`config.mk`:
```
export PLATFORM = sky130hd
export DESIGN_NAME = ps2KeyboardTop
export DESIGN_NICKNAME = d
export VERILOG_FILES = /design/src/ps2Pkg.sv /design/src/ps2Ifs.sv /design/src/apbKeyRegs.sv /design/src/ps2FrameReceiver.sv /design/src/ps2KeyboardTop.sv /design/src/ps2LineMonitor.sv /design/src/ps2ScanDecoder.sv
export SDC_FILE = /design/constraint.sdc
export NUM_CORES = 1
export LEC_CHECK = 0
export BUFFER_PORTS_ARGS = -buffer_cell sky130_fd_sc_hd__buf_2
export CAP_MARGIN = 20
export CORE_MARGIN = 2
export CORE_UTILIZATION = 55
export DETAILED_ROUTE_END_ITERATION = 8
export HOLD_SLACK_MARGIN = 0.08
export PLACE_DENSITY = 0.8
export SLEW_MARGIN = 30
export SYNTH_ARGS = -nofsm -noshare
export SYNTH_HDL_FRONTEND = slang
export SYNTH_SLANG_ARGS = --single-unit
```
`constraint.sdc`:
```
create_clock -name CLOCK -period 3.4 [get_ports CLOCK]
set_input_delay 0 -clock CLOCK [delete_from_list [all_inputs] [get_ports CLOCK]]
set_output_delay 0 -clock CLOCK [all_outputs]
set_load 0.05 [all_outputs]
```
`src/ps2Pkg.sv`:
```
// PS/2 keyboard shared definitions: set-2 sequences, modifier bits, APB register map
package ps2Pkg;

	// Set-2 prefix bytes
	localparam logic [7:0] EXT_PREFIX = 8'hE0;
	localparam logic [7:0] BRK_PREFIX = 8'hF0;

	// Modifier sequences, packed as prefix, break, code
	localparam logic [23:0] MAKE_LSHIFT = 24'h00_00_12;
	localparam logic [23:0] MAKE_LCTRL  = 24'h00_00_14;
	localparam logic [23:0] MAKE_LALT   = 24'h00_00_11;
	localparam logic [23:0] MAKE_RSHIFT = 24'h00_00_59;
	localparam logic [23:0] MAKE_RCTRL  = 24'hE0_00_14; // Right side keys are extended
	localparam logic [23:0] MAKE_RALT   = 24'hE0_00_11;
	localparam logic [23:0] BRK_LSHIFT  = 24'h00_F0_12;
	localparam logic [23:0] BRK_LCTRL   = 24'h00_F0_14;
	localparam logic [23:0] BRK_LALT    = 24'h00_F0_11;
	localparam logic [23:0] BRK_RSHIFT  = 24'h00_F0_59;
	localparam logic [23:0] BRK_RCTRL   = 24'hE0_F0_14;
	localparam logic [23:0] BRK_RALT    = 24'hE0_F0_11;

	// Modifier flag positions
	localparam int MOD_RSHIFT = 5;
	localparam int MOD_RCTRL  = 4;
	localparam int MOD_RALT   = 3;
	localparam int MOD_LSHIFT = 2;
	localparam int MOD_LCTRL  = 1;
	localparam int MOD_LALT   = 0;

	// APB register offsets
	localparam logic [3:0] REG_STATUS = 4'h0;
	localparam logic [3:0] REG_KEY    = 4'h4;
	localparam logic [3:0] REG_MODS   = 4'h8;
	localparam logic [3:0] REG_CTRL   = 4'hC;

	typedef logic [5:0] modT;

	// Sequence word, matched as a whole or built byte by byte
	typedef union packed {
		logic [23:0] raw;
		struct packed {
			logic [7:0] prefix; // E0 or zero
			logic [7:0] brk;    // F0 or zero
			logic [7:0] code;
		} bytes;
	} keyCodeU;

endpackage

```
`src/ps2Ifs.sv`:
```
// Internal buses of the PS/2 receiver: received frames and decoded key events
`timescale 1ns/10ps

// One byte per frameValid pulse, errors valid with the pulse
interface ps2FrameIf;
	logic       frameValid;
	logic [7:0] frameData;
	logic       parityErr;
	logic       frameErr;  // Bad start or stop bit

	modport source (output frameValid, frameData, parityErr, frameErr);
	modport sink   (input frameValid, frameData, parityErr, frameErr);
endinterface

// Key events toward the register block
interface keyEventIf;
	logic        keyValid;  // One-cycle pulse
	logic [7:0]  code;
	logic        extended;
	logic        isBreak;
	ps2Pkg::modT mods;      // Live modifier state
	logic        errPulse;  // Sequence dropped on a bad frame

	modport source (output keyValid, code, extended, isBreak, mods, errPulse);
	modport sink   (input keyValid, code, extended, isBreak, mods, errPulse);
endinterface

```
`src/apbKeyRegs.sv`:
```
// APB key registers: holding register, sticky status flags, modifier view, interrupt
`timescale 1ns/10ps

module apbKeyRegs #(
	parameter int ADDR_W = 4
) (
	input  logic              CLOCK,
	input  logic              RST_n,
	input  logic              PSEL,
	input  logic              PENABLE,
	input  logic              PWRITE,
	input  logic [ADDR_W-1:0] PADDR,
	input  logic [31:0]       PWDATA,
	keyEventIf.sink           keyEv,
	input  logic              timeoutPulse,
	output logic [31:0]       PRDATA,
	output logic              PREADY,
	output logic              PSLVERR,
	output logic              IRQ
);
	localparam logic [ADDR_W-1:0] A_STATUS = ADDR_W'(ps2Pkg::REG_STATUS);
	localparam logic [ADDR_W-1:0] A_KEY    = ADDR_W'(ps2Pkg::REG_KEY);
	localparam logic [ADDR_W-1:0] A_MODS   = ADDR_W'(ps2Pkg::REG_MODS);
	localparam logic [ADDR_W-1:0] A_CTRL   = ADDR_W'(ps2Pkg::REG_CTRL);

	logic       wrEn;        // Access phase write
	logic       wrStatus;
	logic       rdKey;       // KEY read clears keyValid
	logic       keyValidR;
	logic       overflowR;
	logic       parityErrR;
	logic       timeoutR;
	logic       enableR;
	logic [9:0] keyReg;      // {break, extended, code}

	assign PREADY   = 1'b1; // No wait states
	assign PSLVERR  = 1'b0;
	assign wrEn     = PSEL & PENABLE & PWRITE;
	assign wrStatus = wrEn & (PADDR == A_STATUS);
	assign rdKey    = PSEL & PENABLE & ~PWRITE & (PADDR == A_KEY);

	always_ff @(posedge CLOCK or negedge RST_n) begin
		if (!RST_n) begin
			keyValidR  <= 1'b0;
			overflowR  <= 1'b0;
			parityErrR <= 1'b0;
			timeoutR   <= 1'b0;
			enableR    <= 1'b1; // Interrupt on by default
		end else begin
			if (keyEv.keyValid)
				keyValidR <= 1'b1;
			else if (rdKey)
				keyValidR <= 1'b0;
			// Event into a full, unread holding register
			if (keyEv.keyValid && keyValidR && !rdKey)
				overflowR <= 1'b1;
			else if (wrStatus && PWDATA[1])
				overflowR <= 1'b0;
			if (keyEv.errPulse)
				parityErrR <= 1'b1;
			else if (wrStatus && PWDATA[2])
				parityErrR <= 1'b0;
			if (timeoutPulse)
				timeoutR <= 1'b1;
			else if (wrStatus && PWDATA[3])
				timeoutR <= 1'b0;
			if (wrEn && PADDR == A_CTRL)
				enableR <= PWDATA[0];
		end
	end

	// Latest key, overwritten on overflow
	always_ff @(posedge CLOCK) begin
		if (keyEv.keyValid)
			keyReg <= {keyEv.isBreak, keyEv.extended, keyEv.code};
	end

	// Read mux
	always_comb begin
		case (PADDR)
			A_STATUS: PRDATA = {28'd0, timeoutR, parityErrR, overflowR, keyValidR};
			A_KEY:    PRDATA = {22'd0, keyReg};
			A_MODS:   PRDATA = {26'd0, keyEv.mods}; // Live state
			A_CTRL:   PRDATA = {31'd0, enableR};
			default:  PRDATA = 32'd0;
		endcase
	end

	assign IRQ = keyValidR & enableR;

endmodule

```
`src/ps2FrameReceiver.sv`:
```
// PS/2 frame receiver: assembles start, 8 data, odd parity and stop bits into checked bytes
`timescale 1ns/10ps

module ps2FrameReceiver (
	input  logic             CLOCK,
	input  logic             RST_n,
	input  logic             fallPulse,
	input  logic             dataBit,
	input  logic             timeoutPulse,
	output logic             inFrame,
	ps2FrameIf.source        frame
);
	logic [3:0] bitCnt;   // 0 start, 1..8 data, 9 parity, 10 stop
	logic [7:0] shiftReg;
	logic       parityBit;
	logic       startBad; // Start bit sampled high

	assign inFrame = (bitCnt != 4'd0);

	// Bit position and frame strobe
	always_ff @(posedge CLOCK or negedge RST_n) begin
		if (!RST_n) begin
			bitCnt           <= 4'd0;
			frame.frameValid <= 1'b0;
		end else begin
			frame.frameValid <= 1'b0;
			if (timeoutPulse) begin
				bitCnt <= 4'd0; // Partial frame discarded
			end else if (fallPulse) begin
				if (bitCnt == 4'd10) begin
					bitCnt           <= 4'd0;
					frame.frameValid <= 1'b1;
				end else begin
					bitCnt <= bitCnt + 4'd1;
				end
			end
		end
	end

	// Data path
	always_ff @(posedge CLOCK) begin
		if (fallPulse) begin
			case (bitCnt)
				4'd0: startBad <= dataBit;
				4'd9: parityBit <= dataBit;
				4'd10: begin
					frame.frameData <= shiftReg;
					frame.parityErr <= ~^{shiftReg, parityBit}; // Odd parity expected
					frame.frameErr  <= startBad | ~dataBit;      // Stop bit must be high
				end
				default: shiftReg <= {dataBit, shiftReg[7:1]}; // LSB first
			endcase
		end
	end

endmodule

```
`src/ps2KeyboardTop.sv`:
```
// PS/2 keyboard receiver top: line monitor, frame receiver, scan decoder and APB registers
`timescale 1ns/10ps

module ps2KeyboardTop #(
	parameter int TIMEOUT_CYCLES = 64, // Idle cycles before a frame is dropped
	parameter int ADDR_W         = 4
) (
	input  logic              CLOCK,
	input  logic              RST_n,
	input  logic              PS2_CLK,
	input  logic              PS2_DAT,
	input  logic              PSEL,
	input  logic              PENABLE,
	input  logic              PWRITE,
	input  logic [ADDR_W-1:0] PADDR,
	input  logic [31:0]       PWDATA,
	output logic [31:0]       PRDATA,
	output logic              PREADY,
	output logic              PSLVERR,
	output logic              IRQ
);
	logic fallPulse;
	logic dataBit;
	logic inFrame;
	logic timeoutPulse; // To receiver, decoder and status

	ps2FrameIf frameBus ();
	keyEventIf keyBus ();

	ps2LineMonitor #(
		.TIMEOUT_CYCLES(TIMEOUT_CYCLES)
	) i_ps2LineMonitor (
		.CLOCK(CLOCK),
		.RST_n(RST_n),
		.ps2Clk(PS2_CLK),
		.ps2Dat(PS2_DAT),
		.inFrame(inFrame),
		.fallPulse(fallPulse),
		.dataBit(dataBit),
		.timeoutPulse(timeoutPulse)
	);

	ps2FrameReceiver i_ps2FrameReceiver (
		.CLOCK(CLOCK),
		.RST_n(RST_n),
		.fallPulse(fallPulse),
		.dataBit(dataBit),
		.timeoutPulse(timeoutPulse),
		.inFrame(inFrame),
		.frame(frameBus.source)
	);

	ps2ScanDecoder i_ps2ScanDecoder (
		.CLOCK(CLOCK),
		.RST_n(RST_n),
		.timeoutPulse(timeoutPulse),
		.frame(frameBus.sink),
		.keyEv(keyBus.source)
	);

	apbKeyRegs #(
		.ADDR_W(ADDR_W)
	) i_apbKeyRegs (
		.CLOCK(CLOCK),
		.RST_n(RST_n),
		.PSEL(PSEL),
		.PENABLE(PENABLE),
		.PWRITE(PWRITE),
		.PADDR(PADDR),
		.PWDATA(PWDATA),
		.keyEv(keyBus.sink),
		.timeoutPulse(timeoutPulse),
		.PRDATA(PRDATA),
		.PREADY(PREADY),
		.PSLVERR(PSLVERR),
		.IRQ(IRQ)
	);

endmodule

```
`src/ps2LineMonitor.sv`:
```
// PS/2 line monitor: synchronizes the lines, flags falling clock edges, times out stalled frames
`timescale 1ns/10ps

module ps2LineMonitor #(
	parameter int TIMEOUT_CYCLES = 64
) (
	input  logic CLOCK,
	input  logic RST_n,
	input  logic ps2Clk,
	input  logic ps2Dat,
	input  logic inFrame,
	output logic fallPulse,
	output logic dataBit,
	output logic timeoutPulse
);
	localparam int CNT_W = $clog2(TIMEOUT_CYCLES + 1);
	localparam logic [CNT_W-1:0] CNT_LAST = CNT_W'(TIMEOUT_CYCLES - 1);
	localparam logic [CNT_W-1:0] CNT_MAX  = CNT_W'(TIMEOUT_CYCLES);

	logic [1:0]       clkSync;
	logic [1:0]       datSync;
	logic             clkPrev;  // Previous synchronized clock
	logic [CNT_W-1:0] idleCnt;  // Cycles since last fall

	always_ff @(posedge CLOCK or negedge RST_n) begin
		if (!RST_n) begin
			clkSync   <= 2'b11; // Idle bus is high
			datSync   <= 2'b11;
			clkPrev   <= 1'b1;
			fallPulse <= 1'b0;
			dataBit   <= 1'b1;
		end else begin
			clkSync   <= {clkSync[0], ps2Clk};
			datSync   <= {datSync[0], ps2Dat};
			clkPrev   <= clkSync[1];
			fallPulse <= clkPrev & ~clkSync[1]; // High to low
			dataBit   <= datSync[1];            // Aligned with fallPulse
		end
	end

	// Idle timer, runs only inside a frame
	always_ff @(posedge CLOCK or negedge RST_n) begin
		if (!RST_n) begin
			idleCnt      <= '0;
			timeoutPulse <= 1'b0;
		end else begin
			timeoutPulse <= inFrame & ~fallPulse & (idleCnt == CNT_LAST);
			if (fallPulse)
				idleCnt <= CNT_W'(1); // Restart on every bit
			else if (!inFrame)
				idleCnt <= '0;
			else if (idleCnt != CNT_MAX)
				idleCnt <= idleCnt + CNT_W'(1); // Saturates, no second pulse
		end
	end

endmodule

```
`src/ps2ScanDecoder.sv`:
```
// Set-2 scan decoder: merges E0/F0 prefixes, tracks modifiers, emits make events
`timescale 1ns/10ps

module ps2ScanDecoder (
	input  logic       CLOCK,
	input  logic       RST_n,
	input  logic       timeoutPulse,
	ps2FrameIf.sink    frame,
	keyEventIf.source  keyEv
);
	localparam logic [1:0] IDLE    = 2'd0;
	localparam logic [1:0] GOT_EXT = 2'd1; // After E0
	localparam logic [1:0] GOT_BRK = 2'd2; // After F0 or E0 F0
	localparam logic [1:0] RESOLVE = 2'd3; // One cycle

	logic [1:0]      state;
	ps2Pkg::keyCodeU keyWord;
	ps2Pkg::modT     modsReg;
	ps2Pkg::modT     modsNext;
	logic            emitKey;
	logic            goodFrame;

	assign goodFrame = frame.frameValid & ~frame.parityErr & ~frame.frameErr;

	// Sequence resolution
	always_comb begin
		modsNext = modsReg;
		emitKey  = 1'b0;
		if (state == RESOLVE) begin
			case (keyWord.raw)
				ps2Pkg::MAKE_RSHIFT: modsNext[ps2Pkg::MOD_RSHIFT] = 1'b1;
				ps2Pkg::MAKE_RCTRL:  modsNext[ps2Pkg::MOD_RCTRL] = 1'b1;
				ps2Pkg::MAKE_RALT:   modsNext[ps2Pkg::MOD_RALT] = 1'b1;
				ps2Pkg::MAKE_LSHIFT: modsNext[ps2Pkg::MOD_LSHIFT] = 1'b1;
				ps2Pkg::MAKE_LCTRL:  modsNext[ps2Pkg::MOD_LCTRL] = 1'b1;
				ps2Pkg::MAKE_LALT:   modsNext[ps2Pkg::MOD_LALT] = 1'b1;
				ps2Pkg::BRK_RSHIFT:  modsNext[ps2Pkg::MOD_RSHIFT] = 1'b0;
				ps2Pkg::BRK_RCTRL:   modsNext[ps2Pkg::MOD_RCTRL] = 1'b0;
				ps2Pkg::BRK_RALT:    modsNext[ps2Pkg::MOD_RALT] = 1'b0;
				ps2Pkg::BRK_LSHIFT:  modsNext[ps2Pkg::MOD_LSHIFT] = 1'b0;
				ps2Pkg::BRK_LCTRL:   modsNext[ps2Pkg::MOD_LCTRL] = 1'b0;
				ps2Pkg::BRK_LALT:    modsNext[ps2Pkg::MOD_LALT] = 1'b0;
				default: emitKey = (keyWord.bytes.brk != ps2Pkg::BRK_PREFIX); // Other breaks dropped
			endcase
		end
	end

	always_ff @(posedge CLOCK or negedge RST_n) begin
		if (!RST_n) begin
			state          <= IDLE;
			keyWord        <= '0;
			modsReg        <= '0;
			keyEv.errPulse <= 1'b0;
		end else begin
			keyEv.errPulse <= frame.frameValid & (frame.parityErr | frame.frameErr);
			modsReg        <= modsNext;
			if (timeoutPulse || (frame.frameValid && !goodFrame)) begin
				state   <= IDLE; // Restart sequence
				keyWord <= '0;
			end else begin
				case (state)
					IDLE, GOT_EXT: if (goodFrame) begin
						if (frame.frameData == ps2Pkg::EXT_PREFIX) begin
							keyWord.bytes.prefix <= frame.frameData;
							state                <= GOT_EXT;
						end else if (frame.frameData == ps2Pkg::BRK_PREFIX) begin
							keyWord.bytes.brk <= frame.frameData;
							state             <= GOT_BRK;
						end else begin
							keyWord.bytes.code <= frame.frameData;
							state              <= RESOLVE;
						end
					end
					GOT_BRK: if (goodFrame) begin
						keyWord.bytes.code <= frame.frameData; // Released key
						state              <= RESOLVE;
					end
					default: begin
						keyWord <= '0;
						state   <= IDLE;
					end
				endcase
			end
		end
	end

	// Event out during RESOLVE
	assign keyEv.keyValid = emitKey;
	assign keyEv.code     = keyWord.bytes.code;
	assign keyEv.extended = (keyWord.bytes.prefix == ps2Pkg::EXT_PREFIX);
	assign keyEv.isBreak  = (keyWord.bytes.brk == ps2Pkg::BRK_PREFIX);
	assign keyEv.mods     = modsNext; // Shows the update in the same cycle

endmodule

```
# == Word level (Yosys, flattened, before mapping) ==
# Index checks and enable logic that the tools add are counted.
# totals
ff_bits,88
# op_classes
addsub,2
n_eq_ne,35
reduce_logical,31
muxes,42
n_bitwise,21
# op_table
cell,n
$eq A24 B16 Y1 const B,4
$eq A24 B24 Y1 const B,4
$eq A24 B5 Y1 const B,3
$mux W24,2
$pmux W10 S4,1
$eq A8 B8 Y1 const B,4
$mux W8,4
$pmux W16 S2,1
$eq A24 B7 Y1 const B,1
$mux W7,3
$eq A4 B4 Y1 const B,4
$mux W16,1
$pmux W8 S2,1
$mux W1,14
$and A1 B1 Y1,12
$mux W4,3
$ne A3 B1 Y1 const B,4
$pmux W1 S2,6
$reduce_or A12 Y1,1
$reduce_and A2 Y1,5
$reduce_bool A2 Y1,5
$reduce_xnor A9 Y1,1
$logic_not A4 Y1,2
$mux W2,4
24 further kinds,41

# == Longest topological paths before layout ==
# logic_depth
ltp_word,8
depth_mapped,6

# == Cells and area by module ==
# A second synthesis with hierarchy kept.
# hier_totals
hier_cells,357
area_unflattened_um2,4108.9
# by_module_without_submodules
module,area_each_um2,cells_per_inst,n_inst,seq_area_each_um2
ps2ScanDecoder,1609.0,164,1,825.8
ps2FrameReceiver,991.0,64,1,725.7
apbKeyRegs,919.6,82,1,426.7
ps2LineMonitor,589.3,47,1,382.9

# == Worst setup path before layout ==
# OpenSTA, ideal clock, no wires.
# synth_path
path_type,register to output
startpoint,register i_ps2ScanDecoder.keyWord[17] in the netlist's numbering
endpoint,output port PRDATA[0]
n_path_buf,0
path_slack_ns,0.506
arrival_time_ns,2.894
path_stages_with_launch,6
t_required_ns,3.400
path_cell_list,dfrtp_1 > or4_4 > or4_4 > nor3_1 > o21ai_0 > a21boi_0
# synth_between
elab_chain_len,4
word_cells_on_any_way,5
classes_between,eq/ne (2); mux (3)
# synth_lines
element,line,source
from (decl),ps2ScanDecoder.sv:17,ps2Pkg::keyCodeU keyWord;
$eq A24 B16 Y1 / $eq A24 B5 Y1 (equally long branches),ps2ScanDecoder.sv:30,case (keyWord.raw)
$pmux W1 S2 *,ps2ScanDecoder.sv:30,
$mux W6 *,ps2ScanDecoder.sv:29,if (state == RESOLVE) begin
$pmux W10 S4 *,apbKeyRegs.sv:80,case (PADDR)
to (decl),ps2KeyboardTop.sv:17,"output logic [31:0] PRDATA,"
# Every way passes the cells marked *; elsewhere a longest branch is shown, timed or not.

# == Worst setup path in the final report ==
# layout_path
startpoint,register i_ps2ScanDecoder.keyWord[17] in the netlist's numbering
endpoint,output port PRDATA[1]
# layout_between
elab_chain_len,4
word_cells_on_any_way,5
classes_between,eq/ne (2); mux (3)
# layout_lines
element,line,source
$eq A24 B16 Y1 / $eq A24 B5 Y1 (equally long branches),ps2ScanDecoder.sv:30,
$pmux W1 S2 *,ps2ScanDecoder.sv:30,
$mux W6 *,ps2ScanDecoder.sv:29,
named net i_apbKeyRegs.keyEv.mods[1],ps2Ifs.sv:25,"modport sink (input keyValid, code, extended, isBreak, mods, errPulse);"
$pmux W10 S4 *,apbKeyRegs.sv:80,
# Mark *: on every way through the listed nets, which the timed path passes. The rest lies on a longest branch.

==> out/results.txt <==
Status - finished, final reports clean
Gate Count Post-Synth - 345
H-tree depth - 3
Crit-path max cell delay - 0.58 ns
Max-cap violations - 0
Final Hold Vio Count - 0
Slew Limit Fails - 0
Worst path required time - 3.40 ns
Sink Count - 88
Row count - 31
Post-synth EDFFs - 30
Fin area - 4460 µm²
CTS clk-pin slew, worst paths - 0.08 ns
Clock Skew - 0.00622 ns
Crit share post-route - 82.4%
Die Ht - 89.3 µm
Nets - 433
Peak VDD IR - 0.000423 V
Post-layout util - 62.5%
Hold Path Sink - i_apbKeyRegs.timeoutR
Cell occurring most often along the worst timing path - or4_4
Syn_area_per_cell - 11.6 µm²
Crit path max fanout - 6
Initial Util - 56.0%
Static Leak - 0.00200 µW
Via Count - 2655
Yosys warns - 0
Share of layout cells above drive strength 1 - 16.8%
Die area - 7970 µm²
Yosys top cell by area - dfrtp_1
Min-delay worst type - primary input to register
Worst setup SP type - register
Via-to-Cell Ratio - 5.40
Grt met1 use - 22.9%
Crit path cell chain - or4_4 -> or4_4 -> or3_1 -> o2bb2ai_1 -> a31o_1 -> buf_2
Worst Reg-to-Reg Cells - 6
R2r endpoint - i_apbKeyRegs.overflowR
Post-route DRC - 0
Area contributors post-synth - dfrtp_1 (32%), edfxtp_1 (23%), dfstp_2 (4.6%)
Met2 Use GR - 32.3%
GRT Max-Usage Layer - met2
Global-route wire length before repair - 11.4 mm
Slew at the pin closest to its max-slew limit - 0.901 ns
Crit Path Class - register to output pin
Number of global-route vias before repair - 2533
Reg-to-reg setup timing slack - 0.89 ns
First-pass DRT Iterations - 4
Buffers on Ports - 25
CTS tree - built
Hold path cells - 4
Cell Count, Final, Fillers Out - 492
Setup TNS - 0 ns
Dpl cell area - 4170 µm²
Antenna violations before repair - 0
Largest net degree at the start of global routing - 32
Count leader, synth - dfrtp_1
Worst reg2reg startpoint - i_ps2ScanDecoder.keyWord[17]
Post-DR wirelength/cell - 14.4 µm
Yosys cell types - 51
Area growth syn-to-layout - 11.4%
Routed WL - 7.06 mm
Max stage delay cell, worst path - or4_4
Clock root buffer - clkbuf_8
Post-cts resize count - 0
Max transition margin - 39.5%
Final HPWL DP - 5.04 mm
Crit. End Element - output pin
Ys async rst share - 65.9%
Top cell type's share of synthesized area - 31.9%
FF+latch count, synth - 88
TritonCTS buffer count - 9
Top_reg_cell synth - dfrtp_1
Placed insts - 467
Seq/Total Area, Yosys - 59.0%
Most common library cells after synthesis - dfrtp_1 (51), edfxtp_1 (30), buf_4 (24), nand2_1 (24), nor2_1 (23)
Cts hold-fix bufs - 9
Setup Buffers After CTS - 0
ANT cells - 0
Max Freq - 0.357 GHz
Worst hold start - PADDR[3]
# fillers - 561
Worst Path Arrival - 2.80 ns
Core Box Area - 7140 µm²
Worst-Skew Late Latency - 0.35 ns
Gr usage total - 19.1%
Synthesized area - 4000 µm²
GPL Wtd Cong - 0.872
Power per Cell Area - 632 nW/µm²
Top-Level Pins - 78
Clock tree buffer depth - 2
Met3 Track Usage GR - 5.72%
Final Total Pwr - 2820 µW
Initial DRC Count - 103
Minimum clock period - 2.80 ns
Final Setup Violations - 0
DIE WIDTH - 89.3 µm
RSZ-0062 raised after global routing - no
GRT overflow - 0
Routed Antenna Nets - 0
where the power goes:
part	leakage, µW	total [µW]	internal (µW)	switching (µW)
Combinational	0.000866	648	264	384
Sequential	0.00103	1460	1290	178
Clock	0.000107	704	362	342
Total	0.00200	2820	1910	905
metal layers:
| layer | share of wire (%) | vias up |
|---|---|---|
| li1 | - | 1262 |
| met1 | 43 | 1305 |
| met2 | 50 | 73 |
| met3 | 4.9 | 15 |
| met4 | 2.3 | 0 |
| met5 | 0 | - |
critical path: cells and delay by family (launching register included):
family / cells / cell delay (ns)
compound gates: 2 / 0.34
buf+inv: 1 / 0.21
flops: 1 / 0.39
simple gates: 3 / 1.53
flip-flops by register name, summed over array words and instances (netlist names), 2 cells and up:
signal,cells
i_ps2ScanDecoder.state,2
i_ps2LineMonitor.clkSync,2
i_ps2ScanDecoder.modsReg,6
i_ps2FrameReceiver.bitCnt,4
i_apbKeyRegs.keyReg,10
i_ps2FrameReceiver.frame.frameData,8
i_ps2FrameReceiver.shiftReg,8
i_ps2ScanDecoder.keyWord,24
i_ps2LineMonitor.datSync,2
i_ps2LineMonitor.idleCnt,7
kinds of logic (layout without fill, tap and decap cells):
family / after synthesis / in the layout / synth area share [%]
fa+ha+maj: 2 / 2 / 0.625
compound gates: 52 / 52 / 9.60
other cells: 2 / 24 / 0.188
flops: 88 / 88 / 59.0
buf+inv: 45 / 71 / 6.47
simple gates: 129 / 129 / 17.7
xor+xnor: 15 / 15 / 3.28
mux: 12 / 12 / 3.10
final cells by class:
class / count / area [µm²] / share of cell area, %
Timing Repair Buffer: 39 / 253 / 5.67
Clock inverter: 5 / 55.1 / 1.23
Multi-Input combinational cell: 234 / 1460 / 32.8
Tap cell: 99 / 124 / 2.78
Inverter: 16 / 60.1 / 1.35
Clock buffer: 11 / 143 / 3.20
Sequential cell: 88 / 2360 / 53.0
cells in the final DEF, fill, tap and decap left out, types with 8 or more instances in the layout:
cell type,netlist,routed
dfrtp_1,51,51
edfxtp_1,30,30
buf_2,0,25
nand2_1,24,24
conb_1,2,24
nor2_1,23,23
inv_1,16,16
and2_1,16,16
a21o_1,10,10
clkbuf_8,0,10
nor3_1,9,9
mux2i_1,9,9
dlygate4sd3_1,0,9
nand3_1,8,8
xnor2_1,8,8
metrics by stage:
stage	worst slack, ns	hold slack (ns)
6_report	0.599	0.110
4_1_cts	0.579	0.0891
3_5_place_dp	0.915	0.0593
2_1_floorplan	0.506	-0.296
3_3_place_gp	0.944	0.0596
5_1_grt	0.501	0.114
worst max path at each step:
stage,to,from,depth (start not counted)
floorplan,PRDATA[0],i_ps2ScanDecoder.keyWord[17],5
global placement,i_apbKeyRegs.overflowR,i_ps2ScanDecoder.keyWord[17],6
detailed placement,i_apbKeyRegs.overflowR,i_ps2ScanDecoder.keyWord[17],6
CTS,PRDATA[1],i_ps2ScanDecoder.keyWord[17],6
global route,PRDATA[1],i_ps2ScanDecoder.keyWord[17],6
finish,PRDATA[1],i_ps2ScanDecoder.keyWord[17],6
(Power assumes the default switching activity.)
